`src/common/sifhPkg.sv`:
```
`default_nettype none

package sifhPkg;

    localparam int NB          = 4;            // coarse bin width, 16 bins
    localparam int NP          = 10;           // fine time width
    localparam int PIXEL_NUM   = 8;            // pixels per frame
    localparam int PIXEL_W     = $clog2(PIXEL_NUM);
    localparam int COUNT_W     = 8;            // counters saturate at 255
    localparam int BIN_NUM     = 1 << NB;
    localparam int FINE_SHIFT  = NP - NB;      // coarse to fine scaling
    localparam int BIN_WIDTH   = 1 << FINE_SHIFT;  // 64 fine steps per bin
    localparam int HALF_WINDOW = 96;           // one and a half bins

    typedef logic [NB-1:0]      coarseBin_t;
    typedef logic [NP-1:0]      fineTime_t;
    typedef logic [PIXEL_W-1:0] pixelIdx_t;
    typedef logic [COUNT_W-1:0] binCount_t;

    // one TDC sample, already reduced to a coarse bin
    typedef struct packed {
        pixelIdx_t  pixel;
        coarseBin_t coarse;
    } tdcSample_t;

    typedef struct packed {
        pixelIdx_t  pixel;
        coarseBin_t peakCH;     // bin with the highest count
        binCount_t  peakCount;
    } peakResult_t;

    typedef struct packed {
        fineTime_t thMinus;     // lower edge of the window
        fineTime_t thPositive;  // upper edge
        fineTime_t delta;       // lower edge within its bin
    } threshold_t;

    typedef struct packed {
        pixelIdx_t  pixel;
        threshold_t window;
    } thresholdWrite_t;

    typedef enum logic [1:0] {
        IDLE,
        SCAN,
        REPORT
    } searchState_t;

endpackage

`default_nettype wire

```
`src/coarseHist/histogramBank.sv`:
```
`timescale 1ns/1ps
`default_nettype none

module histogramBank (
    input  wire logic                clk,
    input  wire logic                res,
    input  wire logic                sampleValid,
    input  wire sifhPkg::tdcSample_t sample,
    input  wire sifhPkg::pixelIdx_t  curPixel,
    input  wire logic                busy,
    input  wire logic                scanEn,
    input  wire sifhPkg::coarseBin_t scanAddr,
    output sifhPkg::binCount_t       scanCount
);

    sifhPkg::binCount_t binCnt [sifhPkg::BIN_NUM];  // one counter per coarse bin
    logic               countHit;
    logic               binFull;

    // only samples of the pixel being collected, and never during a scan
    assign countHit = sampleValid && !busy && (sample.pixel == curPixel);
    assign binFull  = (binCnt[sample.coarse] == '1);  // saturated at 255

    always_ff @(posedge clk or negedge res) begin
        if (!res) begin
            for (int i = 0; i < sifhPkg::BIN_NUM; i++) begin
                binCnt[i] <= '0;
            end
            scanCount <= '0;
        end else begin
            if (scanEn) begin
                scanCount        <= binCnt[scanAddr];  // one cycle read latency
                binCnt[scanAddr] <= '0;                // clear on read
            end else if (countHit && !binFull) begin
                binCnt[sample.coarse] <= binCnt[sample.coarse] + 1'b1;
            end
        end
    end

endmodule

`default_nettype wire

```
`src/coarseHist/peakSearch.sv`:
```
`timescale 1ns/1ps
`default_nettype none

module peakSearch (
    input  wire logic                 clk,
    input  wire logic                 res,
    input  wire logic                 pixelEnd,
    input  wire sifhPkg::pixelIdx_t   endPixel,
    input  wire sifhPkg::binCount_t   scanCount,
    output logic                      scanEn,
    output sifhPkg::coarseBin_t       scanAddr,
    output logic                      busy,
    output sifhPkg::pixelIdx_t        curPixel,
    output logic                      peakDone,
    output sifhPkg::peakResult_t      peak
);

    sifhPkg::searchState_t state;
    logic [sifhPkg::NB:0]  scanCnt;     // top bit set once all bins are issued
    logic                  cmpValid;    // scanCount holds a bin this cycle
    sifhPkg::coarseBin_t   cmpIdx;      // which bin that is
    sifhPkg::coarseBin_t   bestIdx;
    sifhPkg::binCount_t    bestCount;
    sifhPkg::pixelIdx_t    pixelLatch;  // pixel whose histogram is scanned
    logic                  startScan;

    assign scanEn    = (state == sifhPkg::SCAN) && !scanCnt[sifhPkg::NB];
    assign scanAddr  = scanCnt[sifhPkg::NB-1:0];
    assign busy      = (state != sifhPkg::IDLE) || peakDone;  // through the strobe
    assign startScan = (state == sifhPkg::IDLE) && pixelEnd && !peakDone;

    always_ff @(posedge clk or negedge res) begin
        if (!res) begin
            state      <= sifhPkg::IDLE;
            scanCnt    <= '0;
            cmpValid   <= 1'b0;
            cmpIdx     <= '0;
            bestIdx    <= '0;
            bestCount  <= '0;
            pixelLatch <= '0;
            curPixel   <= '0;
            peakDone   <= 1'b0;
        end else begin
            peakDone <= 1'b0;
            cmpValid <= scanEn;      // follows the bank read latency
            cmpIdx   <= scanAddr;

            // strict compare, so the lowest bin keeps a tie
            if (cmpValid && (scanCount > bestCount)) begin
                bestCount <= scanCount;
                bestIdx   <= cmpIdx;
            end

            case (state)
                sifhPkg::IDLE: begin
                    if (startScan) begin
                        state      <= sifhPkg::SCAN;
                        scanCnt    <= '0;
                        bestCount  <= '0;
                        bestIdx    <= '0;
                        pixelLatch <= endPixel;
                        curPixel   <= endPixel + sifhPkg::pixelIdx_t'(1);  // next pixel
                    end
                end
                sifhPkg::SCAN: begin
                    if (scanCnt[sifhPkg::NB]) begin
                        state <= sifhPkg::REPORT;  // last compare lands this edge
                    end else begin
                        scanCnt <= scanCnt + 1'b1;
                    end
                end
                sifhPkg::REPORT: begin
                    state    <= sifhPkg::IDLE;
                    peakDone <= 1'b1;
                end
                default: begin
                    state <= sifhPkg::IDLE;
                end
            endcase
        end
    end

    always_ff @(posedge clk) begin
        if (state == sifhPkg::REPORT) begin
            peak.pixel     <= pixelLatch;
            peak.peakCH    <= bestIdx;
            peak.peakCount <= bestCount;
        end
    end

endmodule

`default_nettype wire

```
`src/algebraic/algebraicBlock.sv`:
```
`timescale 1ns/1ps
`default_nettype none

module algebraicBlock (
    input  wire logic                  clk,
    input  wire logic                  res,
    input  wire logic                  peakDone,
    input  wire sifhPkg::peakResult_t  peak,
    output logic                       thWrite,
    output sifhPkg::thresholdWrite_t   thData
);

    sifhPkg::fineTime_t centre;     // middle of the peak bin in fine steps
    sifhPkg::fineTime_t halfWin;
    sifhPkg::fineTime_t fineMax;
    sifhPkg::fineTime_t binMask;
    sifhPkg::fineTime_t lowerTh;
    sifhPkg::fineTime_t upperTh;

    assign halfWin = sifhPkg::fineTime_t'(sifhPkg::HALF_WINDOW);
    assign fineMax = '1;                                        // 1023
    assign binMask = sifhPkg::fineTime_t'(sifhPkg::BIN_WIDTH - 1);

    assign centre = (sifhPkg::fineTime_t'(peak.peakCH) << sifhPkg::FINE_SHIFT)
                  + sifhPkg::fineTime_t'(sifhPkg::BIN_WIDTH / 2);

    always_comb begin
        if (centre <= halfWin) begin
            // window would start below zero
            lowerTh = '0;
            upperTh = halfWin + halfWin;
        end else if (centre >= (fineMax - halfWin)) begin
            // pinned to the end of the fine range
            upperTh = fineMax;
            lowerTh = fineMax - halfWin - halfWin;
        end else begin
            lowerTh = centre - halfWin;
            upperTh = centre + halfWin;
        end
    end

    always_ff @(posedge clk or negedge res) begin
        if (!res) begin
            thWrite <= 1'b0;
        end else begin
            thWrite <= peakDone;  // exactly one cycle behind
        end
    end

    always_ff @(posedge clk) begin
        if (peakDone) begin
            thData.pixel             <= peak.pixel;
            thData.window.thMinus    <= lowerTh;
            thData.window.thPositive <= upperTh;
            thData.window.delta      <= lowerTh & binMask;  // modulo bin width
        end
    end

endmodule

`default_nettype wire

```
`src/algebraic/thresholdStore.sv`:
```
`timescale 1ns/1ps
`default_nettype none

module thresholdStore (
    input  wire logic                      clk,
    input  wire logic                      res,
    input  wire logic                      thWrite,
    input  wire sifhPkg::thresholdWrite_t  thData,
    input  wire logic                      frameStart,
    input  wire sifhPkg::pixelIdx_t        rdPixel,
    output sifhPkg::threshold_t            rdWindow,
    output logic                           frameReady
);

    sifhPkg::threshold_t          windows [sifhPkg::PIXEL_NUM];
    logic [sifhPkg::PIXEL_NUM-1:0] written;  // one bit per pixel of the frame

    assign rdWindow = windows[rdPixel];     // plain read port

    always_ff @(posedge clk or negedge res) begin
        if (!res) begin
            for (int i = 0; i < sifhPkg::PIXEL_NUM; i++) begin
                windows[i] <= '0;
            end
        end else if (thWrite) begin
            windows[thData.pixel] <= thData.window;
        end
    end

    always_ff @(posedge clk or negedge res) begin
        if (!res) begin
            written    <= '0;
            frameReady <= 1'b0;
        end else begin
            if (frameStart) begin
                written <= '0;  // windows themselves are kept
            end else if (thWrite) begin
                written[thData.pixel] <= 1'b1;
            end
            frameReady <= (&written) && !frameStart;  // one cycle after the last write
        end
    end

endmodule

`default_nettype wire

```
`src/rtl/sifhTop.sv`:
```
`timescale 1ns/1ps
`default_nettype none

module sifhTop (
    input  wire logic                 clk,
    input  wire logic                 res,
    input  wire logic                 sampleValid,
    input  wire sifhPkg::tdcSample_t  sample,
    input  wire logic                 pixelEnd,
    input  wire sifhPkg::pixelIdx_t   endPixel,
    input  wire logic                 frameStart,
    input  wire sifhPkg::pixelIdx_t   rdPixel,
    output sifhPkg::threshold_t       rdWindow,
    output logic                      frameReady,
    output logic                      busy,
    output logic                      peakDone,
    output sifhPkg::peakResult_t      peak
);

    logic                      scanEn;
    sifhPkg::coarseBin_t       scanAddr;
    sifhPkg::binCount_t        scanCount;
    sifhPkg::pixelIdx_t        curPixel;   // pixel being collected
    logic                      thWrite;
    sifhPkg::thresholdWrite_t  thData;

    histogramBank u_histogramBank (
        .clk         (clk),
        .res         (res),
        .sampleValid (sampleValid),
        .sample      (sample),
        .curPixel    (curPixel),
        .busy        (busy),
        .scanEn      (scanEn),
        .scanAddr    (scanAddr),
        .scanCount   (scanCount)
    );

    peakSearch u_peakSearch (
        .clk       (clk),
        .res       (res),
        .pixelEnd  (pixelEnd),
        .endPixel  (endPixel),
        .scanCount (scanCount),
        .scanEn    (scanEn),
        .scanAddr  (scanAddr),
        .busy      (busy),
        .curPixel  (curPixel),
        .peakDone  (peakDone),
        .peak      (peak)
    );

    algebraicBlock u_algebraicBlock (
        .clk      (clk),
        .res      (res),
        .peakDone (peakDone),
        .peak     (peak),
        .thWrite  (thWrite),
        .thData   (thData)
    );

    thresholdStore u_thresholdStore (
        .clk        (clk),
        .res        (res),
        .thWrite    (thWrite),
        .thData     (thData),
        .frameStart (frameStart),
        .rdPixel    (rdPixel),
        .rdWindow   (rdWindow),
        .frameReady (frameReady)
    );

endmodule

`default_nettype wire

```
`config.mk`:
```
export PLATFORM = sky130hd
export DESIGN_NAME = sifhTop
export DESIGN_NICKNAME = d
export VERILOG_FILES = /design/src/common/sifhPkg.sv /design/src/coarseHist/histogramBank.sv /design/src/coarseHist/peakSearch.sv /design/src/algebraic/algebraicBlock.sv /design/src/algebraic/thresholdStore.sv /design/src/rtl/sifhTop.sv
export SDC_FILE = /design/constraint.sdc
export NUM_CORES = 1
export LEC_CHECK = 0
export ABC_AREA = 0
export ABC_CLOCK_PERIOD_IN_PS = 2670
export BUFFER_PORTS_ARGS = -buffer_cell sky130_fd_sc_hd__buf_2
export CAP_MARGIN = 10
export CELL_PAD_IN_SITES_DETAIL_PLACEMENT = 1
export CELL_PAD_IN_SITES_GLOBAL_PLACEMENT = 2
export CORE_MARGIN = 2
export CORE_UTILIZATION = 41
export CTS_BUF_LIST = sky130_fd_sc_hd__clkbuf_8
export DETAILED_ROUTE_END_ITERATION = 8
export GPL_ROUTABILITY_DRIVEN = 0
export PLACE_DENSITY = 0.78
export REMOVE_ABC_BUFFERS = 1
export SYNTH_ARGS = -nofsm -noshare
export SYNTH_HDL_FRONTEND = slang
export SYNTH_SLANG_ARGS = --single-unit
```
`constraint.sdc`:
```
create_clock -name clk -period 2.67 [get_ports clk]
set_clock_uncertainty 0.2 [all_clocks]
set_input_delay 0.267 -clock clk [delete_from_list [all_inputs] [get_ports clk]]
set_output_delay 0.267 -clock clk [all_outputs]
set_load 0.05 [all_outputs]
```
==> flow_metrics.tcl, run 1 <==
set metrics [dict create \
    drtPass1Iterations 5 \
    cts_root_buf "clkbuf_8" \
    cp.required_ns 2.95 \
    cap_violations 0 \
    ys_warn_count 0 \
    antenna_found_initial 1 \
    cts_buffers 49 \
    slew_viol_final 0 \
    synth-seq-cells 276 \
    clockBufferDepth 3 \
    hold_class "input port to asynchronous set/reset pin" \
    syn_avg_cell_area_um2 13.0 \
    wl_per_cell_um 24.8 \
    drt_iter0_drc 763 \
    dp_hpwl_mm 27.3 \
    timing.slew.headroom 0.517 \
    coreArea_mm2 0.0334 \
    drc 0 \
    start_util 0.414 \
    finalWirelength_mm 43.4 \
    ant_nets 0 \
    rsz0062_at_grt "true" \
    grt_pass1_vias 11100 \
    r2r_slack_ns -0.12 \
    rr_endpoint "u_histogramBank.binCnt[118]" \
    path_class "flip-flop to flip-flop" \
    grt_pass1_wl_mm 66.5 \
    htree_levels 2 \
    insertion_delay_ns 0.61 \
    io_pins 66 \
    violations "setup timing" \
    total_power_w 0.0129 \
    max_freq_mhz 358 \
    leakage_nw 7.61 \
    drive_above_1_share 0.447 \
    vias_per_cell 5.92 \
    fin_crit_ns 2.79 \
    reg2reg_depth 10 \
    fin_crit_sh 1.05 \
    ys_types 53 \
    pwr_density_cell_mw_per_mm2 736 \
    rows 67 \
    vias 10300 \
    synthCells 1064 \
    fin_nets 1300 \
    fin_util 0.524 \
    grt_overflow 0 \
    grtUsageTotal 0.246 \
    tightest_slew_ns 0.725 \
    worstPathArrival_ns 3.07 \
    synth_flop_cell "dfrtp_1" \
    ir_drop_v 0.000447 \
    ys_seq_area_frac 0.510 \
    die_area_mm2 0.0351 \
    synth_edf_count 27 \
    hold_violations 0 \
    synthArstFlopShare 0.902 \
    area_delta_synth_final_pct 26.6 \
    cp-end-kind "flip-flop" \
    outcome "complete, but fails checks" \
    synth_top_area_cell "dfrtp_1" \
    layout_setup_ws_ns -0.125 \
    endpoint "u_histogramBank.binCnt[118]" \
    synth_top_area_frac 0.452 \
    grt_max_degree 76 \
    startpoint "u_histogramBank.binCnt[89]" \
    preCtsSetupSlack_ns -0.505 \
    start_kind "flip-flop" \
    fillers 3400 \
    finalSetupViolations 88 \
    netlist_top_cells_area "dfrtp_1 (45%), mux4_2 (12%), mux2_2 (6.6%)" \
    r2r-start "u_histogramBank.binCnt[89]" \
    netlist_area_mm2 0.0138 \
    fin_setup_tns_ns -4.35 \
    io_buffers 61 \
    die_w_um 187 \
    antenna_cells 0 \
    tritoncts "yes" \
    path_max_fanout 8 \
    die_h_um 187 \
    clkTransAtPathRegs_ns 0.06 \
    cts_sinks 276 \
]
## cells in the final DEF (no fill, tap or decap), types with 7 or more instances in the layout
master,n
dfrtp_1,248
buf_4,117
mux4_2,81
mux2_2,80
nand3_1,80
o21ai_1,71
nand2_1,61
buf_2,60
nand3_2,59
clkbuf_8,59
inv_1,42
o21ai_2,32
nor2_1,28
o21ai_0,27
edfxtp_1,27
buf_12,22
mux2i_1,20
ha_1,18
o2111ai_4,16
buf_6,13
dlygate4sd3_1,12
mux4_1,11
a21oi_1,10
nor2b_1,9
a22oi_1,7
## worst min path at each step
stage | depth (start not counted) | slack [ns] | end
global placement | 1 | 0.11 | u_thresholdStore.windows[79]
detailed placement | 1 | 0.11 | u_thresholdStore.windows[79]
global route | 2 | 0.1 | u_thresholdStore.windows[79]
floorplan | 0 | -0.23 | u_algebraicBlock.thWrite
finish | 2 | 0.06 | u_thresholdStore.windows[79]
CTS | 2 | 0.05 | u_thresholdStore.windows[79]
## area by class of cell
type | count | area (um^2) | share of cell area
sequential | 276 | 7040 | 0.403
multi-input combinational | 686 | 6860 | 0.392
timing repair buffer | 228 | 1950 | 0.111
clock buffer | 59 | 812 | 0.0465
tap | 448 | 561 | 0.0321
clock inverter | 30 | 168 | 0.00960
inverter | 22 | 82.6 | 0.00473
## through the flow
step	hold slack [ns]	instance area (um^2)	instances
detailed placement	0.106	15300	1621
global placement	0.110	15300	1621
floorplan	-0.229	13200	977
global route	0.0993	17500	1749
CTS	0.0543	16700	1734
finish	0.0608	17500	1749
## what timing repair did
action	CTS	global route
setup endpoints to repair	128	147
pin swaps	27	73
hold endpoints to repair	254	0
cloned	7	3
buffers inserted	5	12
resized for setup	69	186
hold buffers	12	0
## power by group
part,switching [W],total [W],internal [W]
registers,0.000364,0.00512,0.00476
clock network,0.00186,0.00396,0.00211
logic,0.00227,0.00376,0.00149
## layer usage
| layer | vias up | global-route usage | part of all wire |
|---|---|---|---|
| met5 | - | 0 | 0.00035 |
| met4 | 2 | 0.0866 | 0.035 |
| met3 | 106 | 0.0574 | 0.062 |
| met2 | 376 | 0.393 | 0.48 |
| met1 | 5439 | 0.329 | 0.42 |
| li1 | 4425 | - | - |
## kinds of logic after synthesis
kind of cell	after synthesis	synth area share
mux	193	0.235
compound gates	177	0.0826
fa+ha+maj	19	0.0172
xor+xnor	11	0.00698
flops	276	0.510
simple gates	275	0.0993
other cells	1	0.000272
buf+inv	112	0.0480
## synth_stat cells (12+ instances only)
library cell,count
mux4_2,75
edfxtp_1,27
dfrtp_1,249
buf_6,14
mux4_1,17
nor2_1,29
mux2i_1,20
mux2_2,81
a22oi_1,12
buf_4,25
o21ai_0,127
nand2_1,62
ha_1,19
nand3_1,140
inv_1,22
clkbuf_1,29
## critical path: stages (launching register included)
cell     delay, ns
dfrtp_1       0.41
mux4_2        0.50
a22oi_2       0.24
nand2_1       0.12
ha_2          0.20
and2_4        0.22
buf_6         0.14
nand4_1       0.08
xor2_1        0.22
buf_4         0.25
o21ai_1       0.09
## state kept, by name, summed over array words and instances (netlist names)
signal,count
u_peakSearch.cmpIdx,4
u_peakSearch.bestIdx,4
u_thresholdStore.windows,72
u_histogramBank.binCnt,128
u_algebraicBlock.thWrite,1
u_peakSearch.cmpValid,1
u_thresholdStore.frameReady,1
u_histogramBank.scanCount,8
u_thresholdStore.written,8
u_peakSearch.peak,15
u_peakSearch.peakDone,1
u_peakSearch.pixelLatch,3
u_peakSearch.bestCount,8
u_peakSearch.scanCnt,5
u_peakSearch.curPixel,3
u_algebraicBlock.thData,12
u_peakSearch.state,2
No activity file was read; power rests on OpenSTA's default activity.
==> run 2: changes to the inputs <==
- CELL_PAD_IN_SITES_GLOBAL_PLACEMENT: 2 -> 1
- CORE_ASPECT_RATIO: not set -> 1.2
- CORE_UTILIZATION: 41 -> 48
==> run 2 against run 1 <==
The run still ends with setup timing left. Sequential power increased by 1%. First-iteration DRC count is 39% higher. Sequential share of layout area is 1.5 points higher. Combinational power is 1% lower. Core utilization increased by 6.7 points. Cell area fell by 3.6%. Cell count is 6.6% lower. Non-clock buffer count shrank 43. Critical path depth stayed put. Critical path type unchanged.
==> flow_metrics.tcl, run 2 (synthesis results as in run 1) <==
set metrics [dict create \
    final_cell_mix "dfrtp_1 (248), nand3_1 (96), buf_4 (85)" \
    ant_nets 0 \
    worstPathArrival_ns 3.27 \
    die_area_mm2 0.0301 \
    tightest_slew_ns 0.868 \
    start_kind "flip-flop" \
    violations "setup timing" \
    grt_max_degree 73 \
    max_stage_delay_ns 0.53 \
    cap_violations 0 \
    die_w_um 159 \
    ir_drop_v 0.000366 \
    clockBufferDepth 3 \
    io_pins 66 \
    grt_pass1_vias 11100 \
    htree_levels 2 \
    drt_iter0_drc 1061 \
    grt_overflow 0 \
    path_max_fanout 8 \
    rr_endpoint "u_histogramBank.binCnt[69]" \
    fin_setup_tns_ns -25.61 \
    coreArea_mm2 0.0285 \
    tritoncts "yes" \
    largest_register_ffs 128 \
    cp-end-kind "flip-flop" \
    clkTransAtPathRegs_ns 0.07 \
    max_freq_mhz 330 \
    startpoint "u_histogramBank.binCnt[97]" \
    path_class "flip-flop to flip-flop" \
    finalSetupViolations 128 \
    leakage_nw 7.32 \
    cp_cell_sequence "mux4_2, a22oi_2, nand2_1, ha_2, and2_4, nand2_8, o2111ai_2, buf_4, nand3_1, o21ai_0" \
    hold_class "input port to asynchronous set/reset pin" \
    regMostFlops "u_histogramBank.binCnt" \
    layout_setup_ws_ns -0.365 \
    insertion_delay_ns 0.61 \
    cts_sinks 276 \
    grt_pass1_wl_mm 67.4 \
    drive_above_1_share 0.417 \
    rows 68 \
    wl_per_cell_um 30.4 \
    endpoint "u_histogramBank.binCnt[69]" \
    fin_area_mm2 0.0168 \
    rsz0062_at_grt "true" \
    drtPass1Iterations 5 \
    reg2reg_depth 10 \
    cts_root_buf "clkbuf_8" \
    vias 10900 \
    fin_nets 1257 \
    start_util 0.484 \
    outcome "complete, but fails checks" \
    area_delta_synth_final_pct 22.0 \
    timing.slew.headroom 0.419 \
    vias_per_cell 6.70 \
    fin_crit_ns 3.03 \
    io_buffers 61 \
    antenna_found_initial 2 \
    cp.required_ns 2.91 \
    largestRegisters "u_histogramBank.binCnt: 128 flops, u_thresholdStore.windows: 72 flops, u_peakSearch.peak: 15 flops" \
    preCtsSetupSlack_ns -0.385 \
    dp_hpwl_mm 27.5 \
    fin_crit_sh 1.14 \
    r2r_slack_ns -0.36 \
    worst_path_max_delay_cell "mux4_2" \
    antenna_cells 0 \
    r2r-start "u_histogramBank.binCnt[97]" \
    place_area_mm2 0.0149 \
    finalWirelength_mm 49.7 \
    hold_violations 0 \
    final_common_cell "dfrtp_1" \
    cts_buffers 46 \
    die_h_um 190 \
    drc 0 \
    pwr_density_cell_mw_per_mm2 751 \
    slew_viol_final 0 \
    grtUsageTotal 0.293 \
]
==> run 2: where the power goes <==
part	leakage (nW)	switching [W]	internal, W
clock network	0.503	0.00184	0.00189
logic	3.20	0.00233	0.00139
registers	3.62	0.000421	0.00476
total	7.32	0.00459	0.00805
==> run 2: worst min-delay path by stage <==
stage,start,end
6_report,res,u_thresholdStore.windows[196]
5_1_grt,res,u_thresholdStore.windows[196]
2_1_floorplan,res,u_algebraicBlock.thWrite
3_5_place_dp,res,u_thresholdStore.windows[196]
4_1_cts,res,u_thresholdStore.windows[196]
3_3_place_gp,res,u_thresholdStore.windows[196]
==> run 2: worst max-delay path, delay by kind of cell, from the launching register on <==
family	cells	cell delay (ns)
muxes	1	0.53
AOI/OAI and AO/OA	3	0.58
DFF	1	0.41
adders and majority gates	1	0.21
buffers and inverters	1	0.23
and+or+nand+nor	4	0.70
==> run 2: metal layers <==
| metal | share of wire | global-route usage | wire length, um | up-vias |
|---|---|---|---|---|
| met3 | 0.079 | 0.0547 | 3900 | 282 |
| li1 | - | - | - | 4315 |
| met2 | 0.49 | 0.501 | 24300 | 731 |
| met1 | 0.35 | 0.350 | 17500 | 5609 |
| met5 | 0.00026 | 0 | 13 | - |
| met4 | 0.080 | 0.171 | 3970 | 2 |
==> run 2: cell type report <==
class,count,area [um^2]
fillers,2778,11700
flip-flops and latches,276,7040
multi-input cells,689,6780
repair buffers,185,1570
clock buffers,56,771
well taps,385,482
clock inverters,20,97.6
inverters,22,82.6
==> run 2: timing repair <==
action / in CTS / in global routing
hold buffers: 6 / 0
resized for setup: 30 / 176
endpoints found under the setup margin: 121 / 128
setup buffers: 6 / 8
hold endpoints to repair: 265 / 0
cloned: 10 / 6
pin swaps: 10 / 64
==> run 2: per-stage QoR <==
step           instances   util  hold WS (ns)  total power [W]
5_1_grt             1633  0.591        0.0616           0.0131
2_1_floorplan        977      -        -0.229          0.00732
4_1_cts             1619  0.567        0.0446           0.0123
3_5_place_dp        1521  0.524        0.0851          0.00863
3_3_place_gp        1521  0.524        0.0760          0.00844
6_report            1633  0.591       0.00680           0.0126
==> run 3: changes to the inputs <==
- TNS_END_PERCENT: not set -> 30
==> run 3 against run 2 <==
Clock-buffer cell count unchanged. The run still ends with setup timing left. Clock power about the same. Worst hold slack improved by 0.013 ns. Wire length decreased by 0.10%. First-iteration DRC count increased by 7.7%. Non-clock buffer count increased by 13. Maximum frequency increased by 5.2%. Cell area increased by 0.54%. Total power increased by 0.26%. Global-route usage increased by 0.091 points. Sequential power about the same. Highest routed layer is now met4. Core utilization increased by 0.32 points.
==> flow_metrics.tcl, run 3 (synthesis results as in run 1) <==
set metrics [dict create \
    drtPass1Iterations 5 \
    cts_root_buf "clkbuf_8" \
    vias 10900 \
    pwr_density_cell_mw_per_mm2 749 \
    fin_crit_sh 1.08 \
    slew_viol_final 0 \
    p_comb_frac 0.297 \
    die_h_um 190 \
    power.net_switching_w 0.00461 \
    htree_levels 2 \
    start_kind "flip-flop" \
    final_common_cell "dfrtp_1" \
    tritoncts "yes" \
    outcome "complete, but fails checks" \
    largest_register_ffs 128 \
    timing.slew.headroom 0.400 \
    cts_sinks 276 \
    coreArea_mm2 0.0285 \
    hold_class "input port to asynchronous set/reset pin" \
    fin_setup_tns_ns -14.44 \
    regMostFlops "u_histogramBank.binCnt" \
    start_util 0.484 \
    grtUsageTotal 0.294 \
    grt_pass1_wl_mm 67.7 \
    p_sw_frac 0.364 \
    largestRegisters "u_histogramBank.binCnt: 128 flops, u_thresholdStore.windows: 72 flops, u_peakSearch.peak: 15 flops" \
    wl_met3_mm 3.80 \
    final_cell_mix "dfrtp_1 (248), nand3_1 (99), buf_4 (96)" \
    ir_drop_v 0.000368 \
    antenna_cells 0 \
    preCtsSetupSlack_ns -0.385 \
    violations "setup timing" \
    p_clk_frac 0.294 \
    seqPwrFrac 0.409 \
    cp.required_ns 2.94 \
    die_w_um 159 \
    die_area_mm2 0.0301 \
    leakage_nw 7.36 \
    wl_per_cell_um 30.1 \
    dp_hpwl_mm 27.5 \
    m1WireLength_mm 17.8 \
    cp-end-kind "flip-flop" \
    fin_crit_ns 2.89 \
    path_max_fanout 8 \
    drt_iter0_drc 1143 \
    met2WireLength_mm 24.7 \
    top_layer_used "met4" \
    antenna_found_initial 0 \
    grt_pass1_vias 11200 \
    io_buffers 61 \
    drive_above_1_share 0.421 \
    grt_max_degree 73 \
    area_delta_synth_final_pct 22.6 \
    layout_setup_ws_ns -0.216 \
    clkTransAtPathRegs_ns 0.06 \
    fin_nets 1270 \
    insertion_delay_ns 0.60 \
    finalWirelength_mm 49.6 \
    io_pins 66 \
    worstPathArrival_ns 3.16 \
    max_freq_mhz 347 \
    tightest_slew_ns 0.897 \
    grt_overflow 0 \
    ant_nets 0 \
    path_class "flip-flop to flip-flop" \
    cts_buffers 46 \
    p_int_w 0.00806 \
    finalSetupViolations 128 \
    drc 0 \
    cap_violations 0 \
    rsz0062_at_grt "true" \
    rows 68 \
    clockBufferDepth 3 \
    hold_violations 0 \
    whs_ns 0.0194 \
    vias_per_cell 6.63 \
]
## run 3: path summary, 6_finish.rpt
kind | depth (start not counted) | startpoint | slack, ns | endpoint
worst max-delay path | 8 | u_histogramBank.binCnt[105] | -0.22 | u_histogramBank.binCnt[104]
worst min-delay path | 2 | res | 0.02 | u_thresholdStore.windows[196]
worst max register to register | 8 | u_histogramBank.binCnt[105] | -0.22 | u_histogramBank.binCnt[104]
worst min register to register | 0 | u_peakSearch.pixelLatch[0] | 0.25 | u_peakSearch.peak[12]
max in group asynchronous | 3 | res | 1.45 | u_histogramBank.binCnt[5]
min in group clk | 5 | sample[3] | 0.21 | u_histogramBank.binCnt[95]
## run 3: layout make-up
class / count / area [um^2]
Fill cell: 2776 / 11600
Sequential cell: 276 / 7040
Multi-Input combinational cell: 689 / 6760
Timing Repair Buffer: 198 / 1690
Clock buffer: 56 / 771
Tap cell: 385 / 482
Clock inverter: 20 / 97.6
Inverter: 22 / 82.6
## run 3: critical path: stages, from the launching register on
cell	delay (ns)
dfrtp_1	0.43
mux4_2	0.54
a22oi_2	0.21
nand2_1	0.13
ha_2	0.20
and2_4	0.23
nand2_8	0.13
o2111ai_2	0.35
o21ai_0	0.35
## run 3: power by group through the flow
stage	combinational [W]	sequential, W	clock [W]
global route	0.00396	0.00522	0.00394
global placement	0.00328	0.00516	0
detailed placement	0.00343	0.00520	0
floorplan	0.00204	0.00529	0
CTS	0.00351	0.00514	0.00368
finish	0.00376	0.00518	0.00373
## run 3: through the flow
step | util | power, W | instances | instance area, um^2
5_1_grt | 0.594 | 0.0131 | 1646 | 16900
3_3_place_gp | 0.524 | 0.00844 | 1521 | 14900
6_report | 0.594 | 0.0127 | 1646 | 16900
3_5_place_dp | 0.524 | 0.00863 | 1521 | 14900
2_1_floorplan | - | 0.00732 | 977 | 13200
4_1_cts | 0.566 | 0.0123 | 1617 | 16100
## run 3: routing by layer
metal | track usage | up-vias
met3 | 0.0621 | 221
met4 | 0.164 | 0
met2 | 0.507 | 651
met1 | 0.345 | 5695
met5 | 0 | -
li1 | - | 4342
## run 3: repair_timing
item | in CTS | in global routing
hold endpoints to repair | 265 | 0
endpoints found under the setup margin | 121 | 128
hold buffers | 6 | 0
pin swaps | 8 | 61
gates cloned | 8 | 7
setup buffers | 6 | 22
resized for setup | 26 | 180
